[config.mk]
export PLATFORM = sky130hd
export DESIGN_NAME = exec_mem_top
export DESIGN_NICKNAME = d
export VERILOG_FILES = /design/src/verilog/alu_pkg.sv /design/src/verilog/stage_pkg.sv /design/src/verilog/ex_mem_reg.sv /design/src/verilog/exec_mem_top.sv /design/src/verilog/execute_stage.sv /design/src/verilog/mem_stage.sv /design/src/verilog/mem_wb_reg.sv
export VERILOG_INCLUDE_DIRS = /design/src /design/src/include
export SDC_FILE = /design/constraint.sdc
export NUM_CORES = 2
export LEC_CHECK = 0
export ABC_AREA = 1
export BUFFER_PORTS_ARGS = -buffer_cell sky130_fd_sc_hd__clkbuf_2
export CELL_PAD_IN_SITES_DETAIL_PLACEMENT = 0
export CELL_PAD_IN_SITES_GLOBAL_PLACEMENT = 1
export CORE_ASPECT_RATIO = 1.2
export CORE_MARGIN = 2
export CORE_UTILIZATION = 45
export CTS_BUF_LIST = sky130_fd_sc_hd__clkbuf_16
export DETAILED_ROUTE_END_ITERATION = 12
export PLACE_DENSITY = 0.73
export SLEW_MARGIN = 10
export SYNTH_ARGS = -nofsm -noshare
export SYNTH_HDL_FRONTEND = slang
export SYNTH_SLANG_ARGS = --single-unit
[constraint.sdc]
create_clock -name clk -period 2.8 [get_ports clk]
set_input_delay 0.56 -clock clk [delete_from_list [all_inputs] [get_ports clk]]
set_output_delay 0.56 -clock clk [all_outputs]
set_load 0.02 [all_outputs]
[src/include/pipe_defines.svh]
`ifndef PIPE_DEFINES_SVH
`define PIPE_DEFINES_SVH

// ****************************************
// datapath sizes
// ****************************************

`define NB_DATA     32                     // width of operands, results and memory words
`define NB_REG      5                      // register index width for 32 registers

// ****************************************
// data memory
// ****************************************

`define DMEM_AW     6                      // word address bits
`define DMEM_DEPTH  (1 << `DMEM_AW)        // number of words in the data memory

`endif

[src/verilog/alu_pkg.sv]
`default_nettype none

package alu_pkg;

    localparam int unsigned SHAMT_W = 5;   // shift amount comes from the low bits of op_b

    typedef enum logic [3:0] {
        alu_add  = 4'd0,
        alu_sub  = 4'd1,
        alu_and  = 4'd2,
        alu_or   = 4'd3,
        alu_xor  = 4'd4,
        alu_nor  = 4'd5,
        alu_slt  = 4'd6,                   // signed compare
        alu_sltu = 4'd7,                   // unsigned compare
        alu_sll  = 4'd8,
        alu_srl  = 4'd9,
        alu_sra  = 4'd10,
        alu_lui  = 4'd11                   // immediate into the upper half
    } alu_op_e;

    typedef enum logic [1:0] {
        width_byte = 2'b00,
        width_half = 2'b01,
        width_word = 2'b11                 // also the value after reset
    } mem_width_e;

endpackage

`default_nettype wire

[src/verilog/stage_pkg.sv]
`default_nettype none

`include "pipe_defines.svh"

package stage_pkg;

    import alu_pkg::*;

    // ****************************************
    // records passed between pipeline stages
    // ****************************************

    typedef struct packed {
        alu_op_e                alu_op;
        logic [`NB_DATA-1:0]    op_a;
        logic [`NB_DATA-1:0]    op_b;
        logic [`NB_DATA-1:0]    store_data;    // rt value already read by decode
        logic [`NB_REG-1:0]     rd;
        logic [`NB_REG-1:0]     rt;
        logic                   reg_dst;       // set selects rt as destination
        logic                   mem2reg;
        logic                   mem_write;
        logic                   reg_write;
        mem_width_e             width;
        logic                   sign_flag;     // sign extend byte and half loads
    } idex_t;

    typedef struct packed {
        logic                   mem2reg;
        logic                   mem_write;
        logic                   reg_write;
        mem_width_e             width;
        logic                   sign_flag;
        logic [`NB_DATA-1:0]    result;
        logic [`NB_DATA-1:0]    data4mem;
        logic [`NB_REG-1:0]     rd;
        logic [`NB_REG-1:0]     rt;
        logic                   reg_dst;       // destination resolved in the EX/MEM register
    } exmem_in_t;

    typedef struct packed {
        logic                   mem2reg;
        logic                   mem_write;
        logic                   reg_write;
        mem_width_e             width;
        logic                   sign_flag;
        logic [`NB_DATA-1:0]    result;        // ALU result that is also the memory byte address
        logic [`NB_DATA-1:0]    data4mem;
        logic [`NB_REG-1:0]     write_reg;
    } exmem_t;

    typedef struct packed {
        logic                   reg_write;
        logic [`NB_REG-1:0]     write_reg;
        logic [`NB_DATA-1:0]    data;
    } wb_t;

endpackage

`default_nettype wire
[src/verilog/ex_mem_reg.sv]
`timescale 1ns/1ps
`default_nettype none

`include "pipe_defines.svh"

module ex_mem_reg
    import alu_pkg::*;
    import stage_pkg::*;
(
    input  wire             clk,
    input  wire             i_reset,
    input  wire             i_halt,
    input  wire exmem_in_t  i_exmem,
    output exmem_t          o_exmem
);

    // rt is the destination of immediate forms and rd that of register forms
    logic [`NB_REG-1:0]     next_write_reg;

    assign next_write_reg = i_exmem.reg_dst ? i_exmem.rt : i_exmem.rd;

    always_ff @(posedge clk or negedge i_reset) begin
        if (!i_reset) begin
            o_exmem.mem2reg   <= 1'b0;
            o_exmem.mem_write <= 1'b0;
            o_exmem.reg_write <= 1'b0;
            o_exmem.width     <= width_word;
            o_exmem.sign_flag <= 1'b0;
            o_exmem.result    <= '0;
            o_exmem.data4mem  <= '0;
            o_exmem.write_reg <= '0;
        end else if (!i_halt) begin                                 // halt freezes the stage
            o_exmem.mem2reg   <= i_exmem.mem2reg;
            o_exmem.mem_write <= i_exmem.mem_write;
            o_exmem.reg_write <= i_exmem.reg_write;
            o_exmem.width     <= i_exmem.width;
            o_exmem.sign_flag <= i_exmem.sign_flag;
            o_exmem.result    <= i_exmem.result;
            o_exmem.data4mem  <= i_exmem.data4mem;
            o_exmem.write_reg <= next_write_reg;
        end
    end

endmodule

`default_nettype wire

[src/verilog/exec_mem_top.sv]
`timescale 1ns/1ps
`default_nettype none

`include "pipe_defines.svh"

module exec_mem_top
    import stage_pkg::*;
(
    input  wire             clk,
    input  wire             i_reset,
    input  wire             i_halt,
    input  wire idex_t      i_idex,
    output wb_t             o_wb
);

    exmem_in_t              ex_cand;        // unregistered EX result
    exmem_t                 exmem;          // EX/MEM register contents
    logic [`NB_DATA-1:0]    load_data;

    execute_stage u_execute (
        .i_idex      (i_idex),
        .o_exmem     (ex_cand)
    );

    ex_mem_reg u_ex_mem (
        .clk         (clk),
        .i_reset     (i_reset),
        .i_halt      (i_halt),
        .i_exmem     (ex_cand),
        .o_exmem     (exmem)
    );

    mem_stage u_mem (
        .clk         (clk),
        .i_reset     (i_reset),
        .i_halt      (i_halt),
        .i_exmem     (exmem),
        .o_load_data (load_data)
    );

    mem_wb_reg u_mem_wb (
        .clk         (clk),
        .i_reset     (i_reset),
        .i_halt      (i_halt),
        .i_exmem     (exmem),
        .i_load_data (load_data),
        .o_wb        (o_wb)
    );

endmodule

`default_nettype wire

[src/verilog/execute_stage.sv]
`timescale 1ns/1ps
`default_nettype none

`include "pipe_defines.svh"

module execute_stage
    import alu_pkg::*;
    import stage_pkg::*;
(
    input  wire idex_t      i_idex,
    output exmem_in_t       o_exmem
);

    logic [`NB_DATA-1:0]    alu_result;
    logic [SHAMT_W-1:0]     shamt;
    logic                   lt_signed;
    logic                   lt_unsigned;

    assign shamt       = i_idex.op_b[SHAMT_W-1:0];                 // only the low five bits shift
    assign lt_signed   = $signed(i_idex.op_a) < $signed(i_idex.op_b);
    assign lt_unsigned = i_idex.op_a < i_idex.op_b;

    // ****************************************
    // ALU
    // ****************************************

    always_comb begin
        case (i_idex.alu_op)
            alu_add:  alu_result = i_idex.op_a + i_idex.op_b;
            alu_sub:  alu_result = i_idex.op_a - i_idex.op_b;
            alu_and:  alu_result = i_idex.op_a & i_idex.op_b;
            alu_or:   alu_result = i_idex.op_a | i_idex.op_b;
            alu_xor:  alu_result = i_idex.op_a ^ i_idex.op_b;
            alu_nor:  alu_result = ~(i_idex.op_a | i_idex.op_b);
            alu_slt:  alu_result = {{(`NB_DATA-1){1'b0}}, lt_signed};
            alu_sltu: alu_result = {{(`NB_DATA-1){1'b0}}, lt_unsigned};
            alu_sll:  alu_result = i_idex.op_a << shamt;
            alu_srl:  alu_result = i_idex.op_a >> shamt;
            alu_sra:  alu_result = $signed(i_idex.op_a) >>> shamt;   // keeps the sign bit
            alu_lui:  alu_result = {i_idex.op_b[15:0], 16'h0000};
            default:  alu_result = '0;                               // unused encodings give zero
        endcase
    end

    // candidate record that ex_mem_reg registers
    always_comb begin
        o_exmem.mem2reg   = i_idex.mem2reg;
        o_exmem.mem_write = i_idex.mem_write;
        o_exmem.reg_write = i_idex.reg_write;
        o_exmem.width     = i_idex.width;
        o_exmem.sign_flag = i_idex.sign_flag;
        o_exmem.result    = alu_result;
        o_exmem.data4mem  = i_idex.store_data;
        o_exmem.rd        = i_idex.rd;
        o_exmem.rt        = i_idex.rt;
        o_exmem.reg_dst   = i_idex.reg_dst;
    end

endmodule

`default_nettype wire

[src/verilog/mem_stage.sv]
`timescale 1ns/1ps
`default_nettype none

`include "pipe_defines.svh"

module mem_stage
    import alu_pkg::*;
    import stage_pkg::*;
(
    input  wire                 clk,
    input  wire                 i_reset,
    input  wire                 i_halt,
    input  wire exmem_t         i_exmem,
    output logic [`NB_DATA-1:0] o_load_data
);

    logic [`NB_DATA-1:0]    mem [`DMEM_DEPTH];
    logic [`DMEM_AW-1:0]    word_addr;
    logic [1:0]             lane;
    logic [3:0]             byte_en;
    logic [`NB_DATA-1:0]    wr_data;
    logic [`NB_DATA-1:0]    rd_word;
    logic [7:0]             rd_byte;
    logic [15:0]            rd_half;

    assign word_addr = i_exmem.result[`DMEM_AW+1:2];    // byte address to word index
    assign lane      = i_exmem.result[1:0];

    // ****************************************
    // store path
    // ****************************************

    // store data is replicated so each lane sees its own copy
    always_comb begin
        case (i_exmem.width)
            width_byte: begin
                byte_en = 4'b0001 << lane;
                wr_data = {4{i_exmem.data4mem[7:0]}};
            end
            width_half: begin
                byte_en = lane[1] ? 4'b1100 : 4'b0011;     // bit 0 of the lane is ignored
                wr_data = {2{i_exmem.data4mem[15:0]}};
            end
            default: begin
                byte_en = 4'b1111;
                wr_data = i_exmem.data4mem;
            end
        endcase
    end

    always_ff @(posedge clk or negedge i_reset) begin
        if (!i_reset) begin
            for (int i = 0; i < `DMEM_DEPTH; i++) begin
                mem[i] <= '0;
            end
        end else if (i_exmem.mem_write && !i_halt) begin   // a halted store commits once after release
            for (int b = 0; b < 4; b++) begin
                if (byte_en[b]) begin
                    mem[word_addr][b*8 +: 8] <= wr_data[b*8 +: 8];
                end
            end
        end
    end

    // ****************************************
    // load path with asynchronous read
    // ****************************************

    assign rd_word = mem[word_addr];
    assign rd_byte = rd_word[lane*8 +: 8];
    assign rd_half = lane[1] ? rd_word[31:16] : rd_word[15:0];

    always_comb begin
        case (i_exmem.width)
            width_byte: o_load_data = {{(`NB_DATA-8){i_exmem.sign_flag & rd_byte[7]}}, rd_byte};
            width_half: o_load_data = {{(`NB_DATA-16){i_exmem.sign_flag & rd_half[15]}}, rd_half};
            default:    o_load_data = rd_word;
        endcase
    end

endmodule

`default_nettype wire

[src/verilog/mem_wb_reg.sv]
`timescale 1ns/1ps
`default_nettype none

`include "pipe_defines.svh"

module mem_wb_reg
    import stage_pkg::*;
(
    input  wire                 clk,
    input  wire                 i_reset,
    input  wire                 i_halt,
    input  wire exmem_t         i_exmem,
    input  wire [`NB_DATA-1:0]  i_load_data,
    output wb_t                 o_wb
);

    logic [`NB_DATA-1:0]    wb_sel;
    logic                   wb_reg_write;
    logic [`NB_REG-1:0]     wb_write_reg;
    logic [`NB_DATA-1:0]    wb_data;

    assign wb_sel = i_exmem.mem2reg ? i_load_data : i_exmem.result;   // loads take memory data

    // write enable of the write-back record
    always_ff @(posedge clk or negedge i_reset) begin
        if (!i_reset) begin
            wb_reg_write <= 1'b0;
        end else if (!i_halt) begin
            wb_reg_write <= i_exmem.reg_write;
        end
    end

    always_ff @(posedge clk) begin
        if (!i_halt) begin
            wb_write_reg <= i_exmem.write_reg;
            wb_data      <= wb_sel;
        end
    end

    assign o_wb = '{reg_write: wb_reg_write, write_reg: wb_write_reg, data: wb_data};

endmodule

`default_nettype wire

# After elaboration in Yosys (flattened, before gate mapping)
# Cells that the tools add are included.
dict set report word_totals {
  ff_bits 2161
  memories 0
  latch_bits 0
  inputBits 120
  mem_bits_ro 0
  output_inout_bits 38
  mem_bits_rw 0
  elab_cells 140
}
dict set report op_classes {
  order_cmp 4
  add_sub_neg 2
  shift 5
  n_mul 0
  muxes 30
  div_mod_pow 0
  bitwise_logic 7
  n_eq_ne 12
  n_reduce_logical 5
}
# operator count
set op_table {}
lappend op_table {{2048-bit 2-to-1 mux} 7}
lappend op_table {{2048-bit bitwise mux} 4}
lappend op_table {{32-bit demux with 6-bit select} 4}
lappend op_table {{32-bit one-hot mux with 12 select lines} 1}
lappend op_table {{32-bit binary-select mux with 6-bit select} 1}
lappend op_table {{32-bit 2-to-1 mux} 4}
lappend op_table {{32-bit one-hot mux with 2 select lines} 2}
lappend op_table {{32-bit < comparator} 2}
lappend op_table {{32-bit adder} 1}
lappend op_table {{32-bit bitwise AND} 1}
lappend op_table {{16-bit 2-to-1 mux} 2}
lappend op_table {{32-bit inverter} 1}
lappend op_table {{32-bit bitwise OR} 1}
lappend op_table {{32-bit by 6-bit variable part select with 8-bit output} 1}
lappend op_table {{32-bit by 5-bit << shifter with 32-bit output} 1}
lappend op_table {{32-bit by 5-bit >> shifter with 32-bit output} 1}
lappend op_table {{32-bit by 5-bit >>> shifter with 32-bit output} 1}
lappend op_table {{32-bit subtractor} 1}
lappend op_table {{32-bit XOR} 1}
lappend op_table {{24-bit 2-to-1 mux} 1}
lappend op_table {{4-bit by 3-bit == test with 1-bit output, second input constant} 4}
lappend op_table {{4-bit == test, second input constant} 4}
lappend op_table {{4-bit by 2-bit == test with 1-bit output, second input constant} 2}
lappend op_table {{8-bit 2-to-1 mux} 1}
lappend op_table {{14 further kinds} 16}

# Depth between registers and ports, before layout
dict set report depth {
  word_depth 16
  depth_mapped 23
}

# Cells and area by module
# From an unflattened synthesis, not the netlist that was laid out.
dict set report unflattened {
  hier_cells 13213
  hier_area_um2 105842.8
}
# module seq_area_each_um2 area_each_um2 n_inst cells_each
set by_module_without_submodules {}
lappend by_module_without_submodules {mem_stage 51249.2 90458.0 1 10481}
lappend by_module_without_submodules {execute_stage 0.0 10836.6 1 2247}
lappend by_module_without_submodules {ex_mem_reg 1879.3 2897.8 1 338}
lappend by_module_without_submodules {mem_wb_reg 1136.1 1650.3 1 147}

# Worst setup path before layout
# Ideal clock, no wire load.
dict set report synth_path {
  path_type {input port to flip-flop}
  startpoint {input port i_idex[53] (netlist name)}
  endpoint {register u_ex_mem.o_exmem[57] (netlist name)}
  cell_stages 19
  setup_slack_ns -0.410
  path_buffers 4
  t_arrival_ns 3.074
  setup_time_ns 0.136
  path_cell_list {clkbuf_1 > inv_1 > clkbuf_1 > clkbuf_1 > ha_1 > buf_2 > nand2_1 > o21ai_0 > nor2_1 > o21ai_0 > nand2_1 > nand2_1 > nand2_1 > nand2_1 > nand2_1 > nand3_1 > nand3_1 > nand2_1 > o21ai_0}
}
dict set report synth_between {
  elab_chain_cells 2
  elab_cells_between_ends 6
}
# item line_no
set synth_rtl {}
lappend synth_rtl {{start: declaration} exec_mem_top.sv:12} ;# input wire idex_t i_idex,
lappend synth_rtl {{32-bit subtractor, or another cell as far along} execute_stage.sv:30} ;# alu_sub: alu_result = i_idex.op_a - i_idex.op_b;
lappend synth_rtl {{32-bit one-hot mux with 12 select lines *} execute_stage.sv:28} ;# case (i_idex.alu_op)
lappend synth_rtl {{end: declaration} ex_mem_reg.sv:14} ;# output exmem_t o_exmem
# Mark *: on every way between the ends. The rest lies on a longest branch, timed or not.
# A chain may end at the register's enable or synchronous reset.

# Final worst setup path
dict set report layout_path {
  startpoint {register u_ex_mem.o_exmem[39] (netlist name)}
  endpoint {register u_mem_wb.wb_data[0], data pin}
}
dict set report layout_between {
  elab_chain_cells 7
  elab_cells_between_ends 8
}
# item line_no
set layout_rtl {}
lappend layout_rtl {{6-bit inverter with 7-bit output (implied by the code) *} mem_stage.sv:69} ;# assign rd_word = mem[word_addr];
lappend layout_rtl {{32-bit binary-select mux with 6-bit select *} mem_stage.sv:69}
lappend layout_rtl {{32-bit 2-to-1 mux (implied by the code) * (2 in a row)} mem_stage.sv:69}
lappend layout_rtl {{32-bit by 6-bit variable part select with 8-bit output or 16-bit 2-to-1 mux (tied branches)} {mem_stage.sv:70, mem_stage.sv:71}}
lappend layout_rtl {{32-bit one-hot mux with 2 select lines *} mem_stage.sv:74} ;# case (i_exmem.width)
lappend layout_rtl {{32-bit 2-to-1 mux *} mem_wb_reg.sv:22} ;# assign wb_sel = i_exmem.mem2reg ? i_load_data : i_exmem.result;
lappend layout_rtl {{net u_mem_wb.wb_sel[0]} mem_wb_reg.sv:17} ;# logic [`NB_DATA-1:0] wb_sel;
lappend layout_rtl {{end signal: assignment} mem_wb_reg.sv:36} ;# wb_data <= wb_sel;
lappend layout_rtl {{end: declaration} mem_wb_reg.sv:20} ;# logic [`NB_DATA-1:0] wb_data;
# Mark *: on every way through the listed nets, which the timed path passes. The rest lies on a longest branch. The select of a mux whose other input is x is not followed.

==> reports/metrics.cfg <==
[global_routing]
grt_start_max_net_pins=107
grt_first_pass_wirelength_mm=650
global_route.usage.total_pct=37.5
antenna_violations_before_repair=11
number_of_global_route_vias_before_repair=95000
globalRouteOverflowTotal=0

[synth]
synth_area_um2=104000
synth-simple-area-share_pct=25.4
syn_avg_cell_area_um2=7.95
ys_types=63
synth_edf_count=37
muxShareOfSynthArea_pct=0.106
postSynthRegisterBits=2161
yosysWarnings=0
synth_fa_ha_area_share_pct=1.28
dominant_combinational_cell_family_by_area_after_synthesis=simple AND/OR/NAND/NOR gates
synth.yosys.seq_area_share_pct=52.4
synth_fp_nets=13300
number_of_instances_in_the_synthesized_netlist=13000
synth_xor_xnor_area_share_pct=0.00845
synthArstFlopShare_pct=98.3
synth_ff_type=dfrtp_1
synth_compound_gate_area_share_pct=15.5

[clock_network]
clock-root-buffer=clkbuf_16
htree_levels=4
cts_made_buffers=228
cts_tree=yes
clkTransAtPathRegs_ns=0.06
clock_sink_count=2161
max-clock-path-buffers=4
worstSkewPairLatency_ns=0.94

[cells_and_area]
final.fill_count=21200
layout.cells.most_common=nand2_1
largest_register_ff_count=2048
most-common-layout-cells=nand2_1, o21ai_0, dfrtp_1
drive_above_1_share_pct=18.1
biggestRegsByFlops=u_mem.mem (2048), u_ex_mem.o_exmem (75), u_mem_wb.wb_data (32)
multi_input_gate_area_um2=45500
utilization_pct=56.7
final-seq-area_um2=54300
max_flop_register=u_mem.mem
area_delta_synth_final_pct=25.8
post_layout_nonfiller_instances=17400
nets=14500

[sta]
fmax_ghz=0.323
number_of_max_slew_violations_in_the_final_report=0
grt_setup_unrepaired=yes
hold_viol_final=0
min_period_over_period_pct=111
fin_hold_ws_ns=0.0433
worst_slack_ns=-0.295
tightestPinTransition_ns=1.08
setup_violations=32
totalNegativeSetupSlack_ns=-5.87
fin_crit_ns=3.09
finalClockSkew_ns=0.0854
relSlewSlack_pct=28.1

[place]
port_buffers=157
place.detailed.instances=16900
pre_cts_ws_ns=-0.953
detailedPlacementHpwl_mm=321
routabilityCongestion=1.00

[flow_run]
maxCapViolations=0

[routing]
firstDrtPassIters=6
postRouteAntennaNets=0
starting_drc_count_in_detailed_routing=11200
drc_violations_left=0
vias_per_cell=5.63
wire_per_inst_um=25.8
wirelength_mm=450
vias=98300

[setup_path]
setup.worst_path.end_class=register
crit_path_max_fanout=18
timing.critical_path.arrival_ns=3.73
cp-start-kind=register
critical_path_data_required_time_ns=3.43
setup.worst_path.class=register to register

[floorplanning]
design.portCount=158
die_area_um2=234000
start_util_pct=45.1
placeableCoreArea_um2=230000
die-height_um=530
std_cell_rows=193
width_of_the_die_um=442

[pwr]
combinationalPowerShare_pct=21.0
peakVddDrop_mv=0.518
pwr_density_cell_nw_per_um2=631
p_sw_uw=25700
intPower_uw=56500
power.sequential.fraction_pct=43.2
power_leakage_uw=0.0618
sw_frac_of_total_pct=31.3
power.clock.fraction_pct=35.7

[outcome]
status=finished, violations left
violations=setup timing

[min_path]
hold_path_class=input port to register

==> power groups by stage <==
stage	clock network [uW]	logic [uW]	registers, uW
global placement	0	15500	35900
CTS	29800	16400	35500
finish	29400	17300	35600
floorplan	0	7100	35600
detailed placement	0	15600	36000
global route	31000	18500	35800
==> layout make-up <==
cell class	instances	share of cell area, %
inverter	380	1.14
tap	3022	2.90
timing repair buffer	1844	14.0
sequential	2161	41.6
antenna	7	0.0134
clock buffer	235	4.51
multi-input combinational	9628	34.9
clock inverter	171	0.894
==> worst max-delay path, cell delays in order, from the launching register on <==
cell	delay [ns]
dfrtp_4	0.60
inv_8	0.15
buf_12	0.11
nor2_8	0.06
buf_4	0.18
buf_12	0.17
nand2_1	0.08
nand4_1	0.17
o21ai_2	0.26
buf_4	0.17
nand2_1	0.05
nor2_1	0.11
buf_4	0.15
nand4_1	0.20
nand2_1	0.14
nand2_1	0.05
nand2_1	0.05
nand2_1	0.07
==> cells in the mapped netlist (all sizes together) (2+ instances only) <==
cell     number  share of area [%]
a2111oi       2              0.017
ha          103                1.2
mux2i        11               0.11
a211oi        8              0.058
a21o          4              0.029
clkinv        3              0.011
a221oi       16               0.15
nor2        426                1.9
and2          2              0.012
o22ai        19               0.11
nand2      5328                 20
o2bb2ai       5              0.042
dfrtp      2122                 51
inv         377                1.4
o21bai        8              0.058
clkbuf      509                1.8
edfxtp       37                1.1
o2111ai       8              0.068
o211a         3              0.029
dfstp         2              0.051
o221ai        4              0.034
a22o          2              0.017
nand3       277                1.4
or2          51               0.31
nand4       319                1.9
a22oi       161                1.2
nand3b        6              0.043
nor3         42               0.30
nor4          9              0.054
o21a         14               0.10
o21ai      2499                 12
o211ai       37               0.27
a21boi        4              0.029
a31oi         4              0.024
fa            2              0.039
buf         366                2.1
a21oi       246                1.2
==> timing repair <==
action                                  4_1_cts  5_1_grt
cloned                                       10       15
gates resized for setup                     262      281
pin swaps                                    47      129
endpoints found under the setup margin      405      451
hold buffers                                 44        0
setup buffers                                42       21
hold endpoints to repair                     72        0
==> kinds of logic (layout without fill, tap and decap cells) <==
group,Yosys count,in the layout
simple gates,6460,6463
other cells,0,7
compound gates,3048,3048
fa+ha+maj,105,105
flops,2161,2161
mux,11,11
buf+inv,1255,2630
xor+xnor,1,1
==> worst paths after layout <==
kind | from | to | slack [ns] | cells past startpoint
worst max-delay path | u_ex_mem.o_exmem[39] | u_mem_wb.wb_data[0] | -0.29 | 17
worst min-delay path | i_idex[38] | u_ex_mem.o_exmem[26] | 0.04 | 3
worst max register to register | u_ex_mem.o_exmem[39] | u_mem_wb.wb_data[0] | -0.29 | 17
worst min register to register | u_ex_mem.o_exmem[4] | u_mem_wb.wb_write_reg[4] | 0.46 | 0
max in group asynchronous | i_reset | u_mem.mem[1902] | 1.42 | 3
min in group asynchronous | i_reset | u_mem.mem[861] | 0.22 | 2
==> metrics by stage <==
stage | instance area (um2) | total power (uW)
floorplan | 104000 | 42700
global placement | 120000 | 51500
detailed placement | 120000 | 51700
CTS | 129000 | 81600
global route | 130000 | 85300
finish | 130000 | 82300
==> routing by layer <==
| layer | vias to the layer above | wire (um) | GRT usage, % |
|---|---|---|---|
| li1 | 45200 | - | - |
| met1 | 48000 | 180000 | 48.7 |
| met2 | 4080 | 207000 | 60.1 |
| met3 | 971 | 30700 | 4.72 |
| met4 | 6 | 32400 | 23.2 |
| met5 | - | 36 | 0 |
(Power assumes the default switching activity.)
